===== config.mk =====
export PLATFORM = sky130hd
export DESIGN_NAME = elink_tx_top
export DESIGN_NICKNAME = d
export VERILOG_FILES = /design/src/elink_cfg_pkg.sv /design/src/emesh_pkg.sv /design/src/elink_tx_top.sv /design/src/tx_write_fifo.sv /design/src/elink_cfg_regs.sv
export SDC_FILE = /design/constraint.sdc
export NUM_CORES = 1
export LEC_CHECK = 0
export BUFFER_PORTS_ARGS = -buffer_cell sky130_fd_sc_hd__buf_4
export CAP_MARGIN = 20
export CELL_PAD_IN_SITES_DETAIL_PLACEMENT = 0
export CELL_PAD_IN_SITES_GLOBAL_PLACEMENT = 1
export CORE_MARGIN = 10
export CORE_UTILIZATION = 48
export DETAILED_ROUTE_END_ITERATION = 8
export PLACE_DENSITY = 0.79
export SYNTH_ARGS = -nofsm -noshare
export SYNTH_HDL_FRONTEND = slang
export SYNTH_SLANG_ARGS = --single-unit

===== constraint.sdc =====
create_clock -name clk -period 6.7 [get_ports clk]
set_input_delay 1.34 -clock clk [delete_from_list [all_inputs] [get_ports clk]]
set_output_delay 1.34 -clock clk [all_outputs]
set_load 0.02 [all_outputs]

===== src/elink_cfg_pkg.sv =====
// link configuration space
// node id, register group and indices, reset values, register types
`default_nettype none

package elink_cfg_pkg;

   // ########################################
   // register types
   // ########################################

   typedef logic [5:0]  reg_idx_t;     // word index, dstaddr[7:2]
   typedef logic [15:0] clk_config_t;  // pll control word
   typedef logic [11:0] chipid_t;      // mesh coordinates of this chip

   // ########################################
   // address map
   // ########################################

   localparam logic [11:0] ELINK_ID  = 12'h000;  // vs dstaddr[31:20]
   localparam logic [2:0]  CFG_GROUP = 3'h2;     // vs dstaddr[10:8]

   localparam reg_idx_t REG_RESET  = 6'd0;  // bit 0 holds link in reset
   localparam reg_idx_t REG_CLK    = 6'd1;
   localparam reg_idx_t REG_CHIPID = 6'd2;

   // ########################################
   // reset values
   // ########################################

   // all clocks on, lowest speed
   localparam clk_config_t CLK_CONFIG_RESET = 16'h0573;
   localparam chipid_t     CHIPID_RESET     = 12'h808;

   // tx buffering
   localparam int TX_FIFO_DEPTH = 4;  // entries, power of two

endpackage

`default_nettype wire


===== src/emesh_pkg.sv =====
// mesh packet format
// field types and the packed write packet struct
`default_nettype none

package emesh_pkg;

   // ########################################
   // widths and field types
   // ########################################

   localparam int PACKET_W = 104;      // write + modes + dst + data + src

   typedef logic [31:0] emesh_addr_t;  // byte address on the mesh
   typedef logic [31:0] emesh_data_t;  // write data or read return addr
   typedef logic [1:0]  datamode_t;    // 0 byte .. 3 double
   typedef logic [4:0]  ctrlmode_t;    // routing and special ops

   // ########################################
   // packet layout, msb first
   // ########################################

   // one packet per valid/ready transfer
   typedef struct packed {
      logic        write;     // 1 write, 0 read
      datamode_t   datamode;  // access size
      ctrlmode_t   ctrlmode;
      emesh_addr_t dstaddr;   // chip id in [31:20]
      emesh_data_t data;
      emesh_addr_t srcaddr;   // return address for reads
   } emesh_packet_t;

endpackage

`default_nettype wire

===== src/elink_tx_top.sv =====
// transmit config front end, top level
// config register block feeding the tx fifo
`timescale 1ns/1ps
`default_nettype none

module elink_tx_top (
   input  logic                        clk,
   input  logic                        reset,
   // mesh write channel in
   input  logic                        in_valid,
   output logic                        in_ready,
   input  emesh_pkg::emesh_packet_t    in_packet,
   // filtered channel out
   output logic                        out_valid,
   input  logic                        out_ready,
   output emesh_pkg::emesh_packet_t    out_packet,
   // config outputs
   output logic                        elink_en,
   output elink_cfg_pkg::clk_config_t  clk_config,
   output elink_cfg_pkg::chipid_t      chipid
);

   import emesh_pkg::*;

   // cfg block to fifo
   logic          fwd_valid;
   logic          fwd_ready;
   emesh_packet_t fwd_packet;

   // ########################################
   // config decode and filter
   // ########################################

   elink_cfg_regs u_cfg_regs (
      .clk        (clk),
      .reset      (reset),
      .in_valid   (in_valid),
      .in_ready   (in_ready),
      .in_packet  (in_packet),
      .fwd_valid  (fwd_valid),
      .fwd_ready  (fwd_ready),
      .fwd_packet (fwd_packet),
      .elink_en   (elink_en),
      .clk_config (clk_config),
      .chipid     (chipid)
   );

   // ########################################
   // transmit buffer
   // ########################################

   // master enable gates the fifo head
   tx_write_fifo u_tx_fifo (
      .clk        (clk),
      .reset      (reset),
      .enable     (elink_en),
      .in_valid   (fwd_valid),
      .in_ready   (fwd_ready),
      .in_packet  (fwd_packet),
      .out_valid  (out_valid),
      .out_ready  (out_ready),
      .out_packet (out_packet)
   );

endmodule

`default_nettype wire


===== src/tx_write_fifo.sv =====
// transmit packet fifo, circular buffer with occupancy count
// head is hidden while the link is disabled
`timescale 1ns/1ps
`default_nettype none

module tx_write_fifo (
   input  logic                      clk,
   input  logic                      reset,
   input  logic                      enable,     // link master enable
   // write side
   input  logic                      in_valid,
   output logic                      in_ready,
   input  emesh_pkg::emesh_packet_t  in_packet,
   // read side, towards the serializer
   output logic                      out_valid,
   input  logic                      out_ready,
   output emesh_pkg::emesh_packet_t  out_packet
);

   import emesh_pkg::*;
   import elink_cfg_pkg::*;

   localparam int PTR_W = $clog2(TX_FIFO_DEPTH);
   localparam logic [PTR_W-1:0] LAST_PTR = PTR_W'(TX_FIFO_DEPTH - 1);
   localparam logic [PTR_W:0]   FULL_CNT = (PTR_W + 1)'(TX_FIFO_DEPTH);

   logic [PACKET_W-1:0] mem [TX_FIFO_DEPTH];  // packet storage

   logic [PTR_W-1:0] wr_ptr;   // next slot to fill
   logic [PTR_W-1:0] rd_ptr;   // oldest entry
   logic [PTR_W:0]   count;    // 0 .. depth
   logic             empty;
   logic             full;
   logic             push;
   logic             pop;

   // ########################################
   // status and handshakes
   // ########################################

   assign empty = (count == '0);
   assign full  = (count == FULL_CNT);

   assign in_ready  = !full;
   assign out_valid = !empty && enable;  // drops with enable, no xfer lost

   assign push = in_valid && in_ready;
   assign pop  = out_valid && out_ready;

   // ########################################
   // storage
   // ########################################

   always_ff @(posedge clk) begin
      if (push) begin
         mem[wr_ptr] <= in_packet;
      end
   end

   assign out_packet = emesh_packet_t'(mem[rd_ptr]);

   // ########################################
   // pointers and count
   // ########################################

   always_ff @(posedge clk) begin
      if (reset) begin
         wr_ptr <= '0;
         rd_ptr <= '0;
         count  <= '0;
      end else begin
         if (push) begin
            wr_ptr <= (wr_ptr == LAST_PTR) ? '0 : wr_ptr + 1'b1;
         end
         if (pop) begin
            rd_ptr <= (rd_ptr == LAST_PTR) ? '0 : rd_ptr + 1'b1;
         end
         case ({push, pop})
            2'b10:   count <= count + 1'b1;
            2'b01:   count <= count - 1'b1;
            default: count <= count;  // idle or push+pop
         endcase
      end
   end

   // ########################################
   // checks
   // ########################################

   // occupancy never beyond the buffer size
   a_no_overflow: assert property (@(posedge clk) disable iff (reset)
      count <= FULL_CNT)
      else $error("tx fifo overflow");

   // empty or full means the pointers meet, else a pop went past the tail
   a_no_underflow: assert property (@(posedge clk) disable iff (reset)
      (empty || full) |-> (rd_ptr == wr_ptr))
      else $error("tx fifo pointers out of step");

   // stalled head keeps its payload
   a_out_stable: assert property (@(posedge clk) disable iff (reset)
      (out_valid && !out_ready) |=> $stable(out_packet))
      else $error("out_packet changed while stalled");

endmodule

`default_nettype wire


===== src/elink_cfg_regs.sv =====
// link configuration registers: address decode, write capture
// and removal of config writes from the transmit stream
`timescale 1ns/1ps
`default_nettype none

module elink_cfg_regs (
   input  logic                        clk,
   input  logic                        reset,
   // packets from the mesh
   input  logic                        in_valid,
   output logic                        in_ready,
   input  emesh_pkg::emesh_packet_t    in_packet,
   // everything that is not a config write
   output logic                        fwd_valid,
   input  logic                        fwd_ready,
   output emesh_pkg::emesh_packet_t    fwd_packet,
   // register outputs
   output logic                        elink_en,
   output elink_cfg_pkg::clk_config_t  clk_config,
   output elink_cfg_pkg::chipid_t      chipid
);

   import emesh_pkg::*;
   import elink_cfg_pkg::*;

   emesh_addr_t dstaddr;     // address of the current packet
   reg_idx_t    reg_idx;     // word index inside the group
   logic        cfg_hit;     // own id and config group
   logic        reset_sel;
   logic        clk_sel;
   logic        chipid_sel;
   logic        cfg_write;   // write to an existing register
   logic        cfg_load;    // accepted config write

   logic        reset_reg;   // 1 holds the link off
   clk_config_t clk_reg;
   chipid_t     chipid_reg;

   // ########################################
   // address decode
   // ########################################

   assign dstaddr = in_packet.dstaddr;
   assign reg_idx = dstaddr[7:2];

   assign cfg_hit = (dstaddr[31:20] == ELINK_ID) &&
                    (dstaddr[10:8] == CFG_GROUP);

   assign reset_sel  = (reg_idx == REG_RESET);
   assign clk_sel    = (reg_idx == REG_CLK);
   assign chipid_sel = (reg_idx == REG_CHIPID);

   // reads and unused indices fall through to the fifo
   assign cfg_write = in_packet.write && cfg_hit &&
                      (reset_sel || clk_sel || chipid_sel);

   // ########################################
   // stream filter
   // ########################################

   // config writes are always absorbed, others see fifo ready
   assign in_ready   = cfg_write ? 1'b1 : fwd_ready;
   assign fwd_valid  = in_valid && !cfg_write;
   assign fwd_packet = in_packet;  // no reformatting

   assign cfg_load = in_valid && cfg_write;  // ready is 1 here

   // ########################################
   // registers
   // ########################################

   always_ff @(posedge clk) begin
      if (reset) begin
         reset_reg  <= 1'b0;            // link enabled out of reset
         clk_reg    <= CLK_CONFIG_RESET;
         chipid_reg <= CHIPID_RESET;
      end else if (cfg_load) begin
         if (reset_sel) begin
            reset_reg <= in_packet.data[0];
         end
         if (clk_sel) begin
            clk_reg <= in_packet.data[15:0];
         end
         if (chipid_sel) begin
            chipid_reg <= in_packet.data[11:0];
         end
      end
   end

   assign elink_en   = !reset_reg;  // master enable, active high
   assign clk_config = clk_reg;
   assign chipid     = chipid_reg;

   // ########################################
   // checks
   // ########################################

   // rule rebuilt from the raw packet fields
   logic is_cfg_wr;

   assign is_cfg_wr = in_packet.write &&
                      (in_packet.dstaddr[31:20] == ELINK_ID) &&
                      (in_packet.dstaddr[10:8] == CFG_GROUP) &&
                      (in_packet.dstaddr[7:2] inside {REG_RESET, REG_CLK, REG_CHIPID});

   // a config write never leaks into the tx fifo
   a_no_fwd_cfg: assert property (@(posedge clk) disable iff (reset)
      (in_valid && is_cfg_wr) |-> !fwd_valid)
      else $error("config write forwarded");

   // config writes get through even with a full fifo
   a_cfg_ready: assert property (@(posedge clk) disable iff (reset)
      is_cfg_wr |-> in_ready)
      else $error("config write stalled");

endmodule

`default_nettype wire


## After elaboration in Yosys (flattened, before gate mapping)

Memories as Yosys holds them, arrays and structs flattened. A register that Yosys moved wholly into a read port is not among the register bits.
Cells that the tools add are included.

| operators by class | value |
|---|---|
| equal/unequal tests | 8 |
| add/subtract/negate cells | 4 |
| mux-type cells | 8 |
| reductions and logical operators | 21 |

Operator list:

| operator | number |
|---|---|
| 12-bit zero test | 1 |
| 1-bit logical AND | 8 |
| 2-bit 2-to-1 mux | 4 |
| 2-bit == test (second input constant) | 3 |
| 6-bit by 1-bit == test with 1-bit output (second input constant) | 1 |
| 6-bit by 2-bit == test with 1-bit output (second input constant) | 1 |
| 6-bit zero test | 1 |
| 3-bit one-hot mux with 2 select lines | 1 |
| 2-bit AND reduction | 3 |
| 2-bit by 1-bit adder with 2-bit output (second input constant) | 2 |
| 1-bit zero test | 4 |
| 3-bit by 1-bit adder with 3-bit output (second input constant) | 1 |
| 3-bit by 2-bit == test with 1-bit output (second input constant) | 1 |
| 3-bit == test (second input constant) | 1 |
| 3-bit zero test | 1 |
| 1-bit 2-to-1 mux | 3 |
| 3-bit by 1-bit subtractor with 3-bit output (second input constant) | 1 |
| 2-bit by 1-bit == test with 1-bit output (second input constant) | 1 |
| 1-bit logical OR | 2 |
| 2-bit nonzero test | 1 |

| storage, ports and cells | value |
|---|---|
| bits in registers | 36 |
| bits in writable memories | 416 |
| word-level logic and storage cells | 48 |
| output and inout bits | 135 |
| memories kept | 1 |

Memories:

| memory | depth | bits a word | read ports | clocked after memory_dff | wr ports | line | source |
|---|---|---|---|---|---|---|---|
| u_tx_fifo.mem | 4 | 104 | 1 | 1 | 1 | tx_write_fifo.sv:27 | `logic [PACKET_W-1:0] mem [TX_FIFO_DEPTH];` |

## Logic depth before layout (Yosys ltp)

| logic depth | value |
|---|---|
| word-level depth | 9 |
| depth in mapped cells | 11 |
| mapped depth without buffers | 10 |

## Hierarchy

A second synthesis with hierarchy kept.

| unflattened totals | value |
|---|---|
| cells, all modules | 853 |
| area, all modules | 17605.6 µm² |

Modules (own cells, without submodules):

| module | cells each | seq. area each (µm²) | instances | area each (µm²) |
|---|---|---|---|---|
| tx_write_fifo | 596 | 12672.2 | 1 | 15496.1 |
| elink_cfg_regs | 257 | 580.6 | 1 | 2109.5 |

## Least setup slack after synthesis

No wires, ideal clock.

| path | value |
|---|---|
| path type | input to register |
| from | input in_packet[103] (netlist bit) |
| to | memory u_tx_fifo.mem[0][0], enable pin |
| required time | 6.225 ns |
| setup slack | 1.671 ns |
| arrival time | 4.554 ns |
| stages | 5 |
| path through | nor4bb_1 -> and4_1 -> clkbuf_1 -> a21boi_0 -> and2_1 |

| on the way | value |
|---|---|
| word-level cells in the longest chain between the ends | 7 |

RTL lines:

| element | line | source |
|---|---|---|
| start, declared | elink_tx_top.sv:12 | `input emesh_pkg::emesh_packet_t in_packet,` |
| 1-bit logical AND (2 in a row) | elink_cfg_regs.sv:54 | `assign cfg_write = in_packet.write && cfg_hit &&` |
| 1-bit zero test | elink_cfg_regs.sv:63 | `assign fwd_valid = in_valid && !cfg_write;` |
| 1-bit logical AND | elink_cfg_regs.sv:63 |  |
| 1-bit logical AND | tx_write_fifo.sv:47 | `assign push = in_valid && in_ready;` |
| 1-bit 2-to-1 mux | tx_write_fifo.sv:55 | `if (push) begin` |
| 1-bit 2-to-1 mux (implied by the code) | tx_write_fifo.sv:56 | `mem[wr_ptr] <= in_packet;` |
| end, declared | tx_write_fifo.sv:27 |  |

Every way passes these cells.

## Final worst setup path

| path | value |
|---|---|
| from | input in_packet[84] (netlist bit) |
| to | output in_ready |

| on the way | value |
|---|---|
| word-level cells in the longest chain between the ends | 5 |

RTL lines:

| element | line | source |
|---|---|---|
| 12-bit zero test | - |  |
| 1-bit logical AND | elink_cfg_regs.sv:46 | `assign cfg_hit = (dstaddr[31:20] == ELINK_ID) &&` |
| 1-bit logical AND (2 in a row) | elink_cfg_regs.sv:54 |  |
| 1-bit 2-to-1 mux | elink_cfg_regs.sv:62 | `assign in_ready = cfg_write ? 1'b1 : fwd_ready;` |
| end, declared | elink_tx_top.sv:11 | `output logic in_ready,` |

Every way passes these cells.

==> key figures <==
Outcome
  – Status: finished, final reports clean

Clock tree
  – Setup bufs post-CTS: 0
  – H-tree levels: 2
  – TritonCTS Buffers: 45
  – Clock sinks: 454
  – Clk_lat worst skew: 0.54 ns
  – Max Buffers Root-to-Sink: 3
  – CTS tree: built
  – Post_cts resized: 0
  – Clk pin slew, worst setup/hold paths: 0.06 ns
  – CTS root buf: clkbuf_16
  – Hold-fix buffers at CTS: 0

Placement
  – Port bufs: 242
  – DP Wirelength: 23,100 um
  – Routability cong.: 0.765

Layout
  – Diode count: 0
  – Final #Nets: 1,126
  – FF+latch area: 13,300 um^2
  – Ratio of cells with drive above 1 in the final layout: 0.414
  – Number of flip-flops under the largest register name: 416
  – Area Overhead vs Synth: 22.5%
  – Area of the multi-input gates: 3360 um^2
  – Fillers: 2,561

Power
  – Pwr/cell area: 376 nW/um^2
  – Peak VDD IR: 229 uV
  – Total power: 7.76 mW
  – P_sw: 2.05 mW
  – Comb power frac: 0.224
  – Pleak: 6.89 nW
  – Switching share of power: 0.264
  – Internal cell power: 5.71 mW
  – Clk pwr share: 0.329
  – Seq pwr share: 0.447

Detailed routing
  – DRT Wirelength: 36,400 um
  – Total iterations of the first detailed-routing run: 4
  – Antenna Nets Post-Route: 0
  – Vias: 8,441
  – DRC violations left: 0
  – Vias per cell: 5.62
  – Initial DRC Count: 538
  – WL per Instance: 24.2 um

Global routing
  – Vias in the first global route: 8,921
  – First-pass GRT wire length: 55,600 um
  – Antenna violations before repair: 0
  – Grt total ovfl: 0
  – GRT Resource Usage Total: 0.165
  – Largest net degree at the start of global routing: 84

Logic synthesis
  – Average cell area after synthesis: 22.2 um^2
  – #FFs+latches synth: 454
  – Top cell type by total area after synthesis: edfxtp_1
  – EDFF count, synth: 416
  – Ys flop type: edfxtp_1
  – Seq/Total Area, Yosys: 0.787
  – Yosys top cell area share: 0.742
  – Ys async rst share: 0
  – YS warnings: 0
  – Synthesized instance count: 758
  – Post-Syn Area: 16,800 um^2
  – Largest cells by area after synthesis: edfxtp_1, mux4_2, dfxtp_1
  – Syn_nets: 873
  – Count of cell types in the netlist: 46

Critical path
  – CP Buf/Inv Count: 3
  – Worst EP arrival: 2.87 ns
  – Crit. End Element: primary output
  – R2r endpoint: u_tx_fifo.mem[0][36]$_DFFE_PP_
  – Startpoint class of the critical path: input pin
  – CP max stage cell: or4_4
  – Worst Path Max Fanout: 31
  – CP Cell Sequence: buf_4, or4_4, a21oi_2, buf_4, a21o_1, buf_4
  – Crit path max-delay family: simple AND/OR/NAND/NOR gates
  – WP data required: 5.36 ns
  – Worst reg-to-reg path cell count: 5
  – Reg2reg start: u_tx_fifo.count[0]$_SDFFE_PP0P_
  – Slowest stage delay, CP: 0.61 ns
  – Cell mode on critical path: buf_4
  – Register-to-Register Setup Slack: 3.47 ns
  – Crit Path Class: input pin to primary output

STA
  – Crit share post-route: 0.629
  – Final min period: 4.21 ns
  – Tightest Pin Transition: 1.09 ns
  – Fmax: 0.237 GHz
  – Setup TNS: 0 ns
  – Final number of setup-violating endpoints: 0
  – Worst Skew: 0.0180 ns
  – Relative slew margins: 0.275
  – Hold Fails Final Rpt: 0
  – Slew Limit Fails: 0
  – RSZ-0062 raised after global routing: false

Floorplanning
  – Initial Util: 0.488
  – Die height: 207 um
  – Core area: 34,500 um^2
  – Site Rows: 68
  – Io pins: 243
  – Die Wd: 207 um
  – Die area: 43,000 um^2

Min path
  – Hold path depth: 2
  – Hold Path Class: flop to flop
  – Hold path endpoint: u_cfg_regs.chipid[1]$_SDFFE_PP0P_
  – Worst hold path startpoint: u_cfg_regs.chipid[1]$_SDFFE_PP0P_

Run
  – Max-Cap Viols: 0
worst min-delay path, stage by stage, from the launching register on:
cell     delay [ns]
dfxtp_1        0.31
o31ai_1        0.06
a21oi_1        0.06
cell usage in the layout (no fill, tap or decap), drive strengths merged, types with 2 or more instances in the layout:
cell type,instances
o311ai,2
a31oi,9
clkbuf,61
edfxtp,416
mux4,104
inv,10
nor3b,2
a21oi,22
and2,6
nand4,23
nor4,15
buf,251
dfxtp,38
ha,6
o31ai,19
clkinv,12
clkinvlp,2
and4,2
a21o,2
xor2,2
nor2,7
nor4b,2
mux2i,2
bufinv,7
nor3,2
o21ai,10
worst max path at each step:
stage | to | startpoint | cells after the start
floorplan | u_tx_fifo.mem[0][0]$_DFFE_PP_ | in_packet[103] | 5
global placement | u_tx_fifo.mem[1][49]$_DFFE_PP_ | in_packet[103] | 6
detailed placement | u_tx_fifo.mem[0][49]$_DFFE_PP_ | in_packet[103] | 6
CTS | out_packet[78] | flop | 3
global route | out_packet[1] | flop | 3
finish | in_ready | in_packet[84] | 6
cells in the mapped netlist (3+ instances only):
library cell,number
buf_4,3
edfxtp_1,416
o21ai_1,9
and2_1,5
dfxtp_1,38
mux4_2,104
o31ai_1,19
a21oi_1,21
a31oi_1,9
buf_2,19
clkbuf_1,20
nand4_1,22
nor2_1,7
ha_1,6
inv_1,9
nor4_1,14
power by group through the flow:
stage	registers, mW	clock network [mW]	logic, mW
after floorplan	3.48	0	1.10
after global placement	3.53	0	1.77
after detailed placement	3.54	0	1.78
after CTS	3.48	2.61	1.79
after global routing	3.50	2.74	1.86
final	3.47	2.55	1.74
area by class of cell:
cell class | count | area share
flip-flops and latches | 454 | 0.642
multi-input cells | 250 | 0.163
repair buffers | 251 | 0.0919
clock buffers | 61 | 0.0595
well taps | 455 | 0.0276
clock inverters | 22 | 0.0142
inverters | 9 | 0.00164
layer usage:
metal  vias up  routed length [um]  track usage  share of wire
li1       3722                   -            -              -
met3        50                2630       0.0448          0.072
met4         0                 612       0.0381          0.017
met5         -                   0            0              0
met1      4388               15600        0.230           0.43
met2       281               17600        0.255           0.48
through the flow:
stage	area, um^2	hold WS, ns	std cells	setup slack, ns	util
2_1_floorplan	16800	0.467	758	1.67	-
3_3_place_gp	19100	0.457	1419	2.28	0.553
3_5_place_dp	19100	0.458	1419	2.22	0.553
4_1_cts	20600	0.477	1502	2.41	0.597
5_1_grt	20600	0.495	1502	2.33	0.597
6_report	20600	0.474	1502	2.49	0.597
cells by family (layout without fill, tap and decap cells):
logic type | Yosys count | in the layout | share of synthesized area
flip-flops | 454 | 454 | 0.787
multiplexers | 106 | 106 | 0.140
AO/OA/AOI/OAI | 69 | 69 | 0.0259
AND/OR/NAND/NOR | 66 | 66 | 0.0258
buffers and inverters | 54 | 343 | 0.0146
adder cells (fa/ha/maj) | 7 | 7 | 0.00565
XOR/XNOR | 2 | 2 | 0.00104
Power figures use the tool's default switching activity.
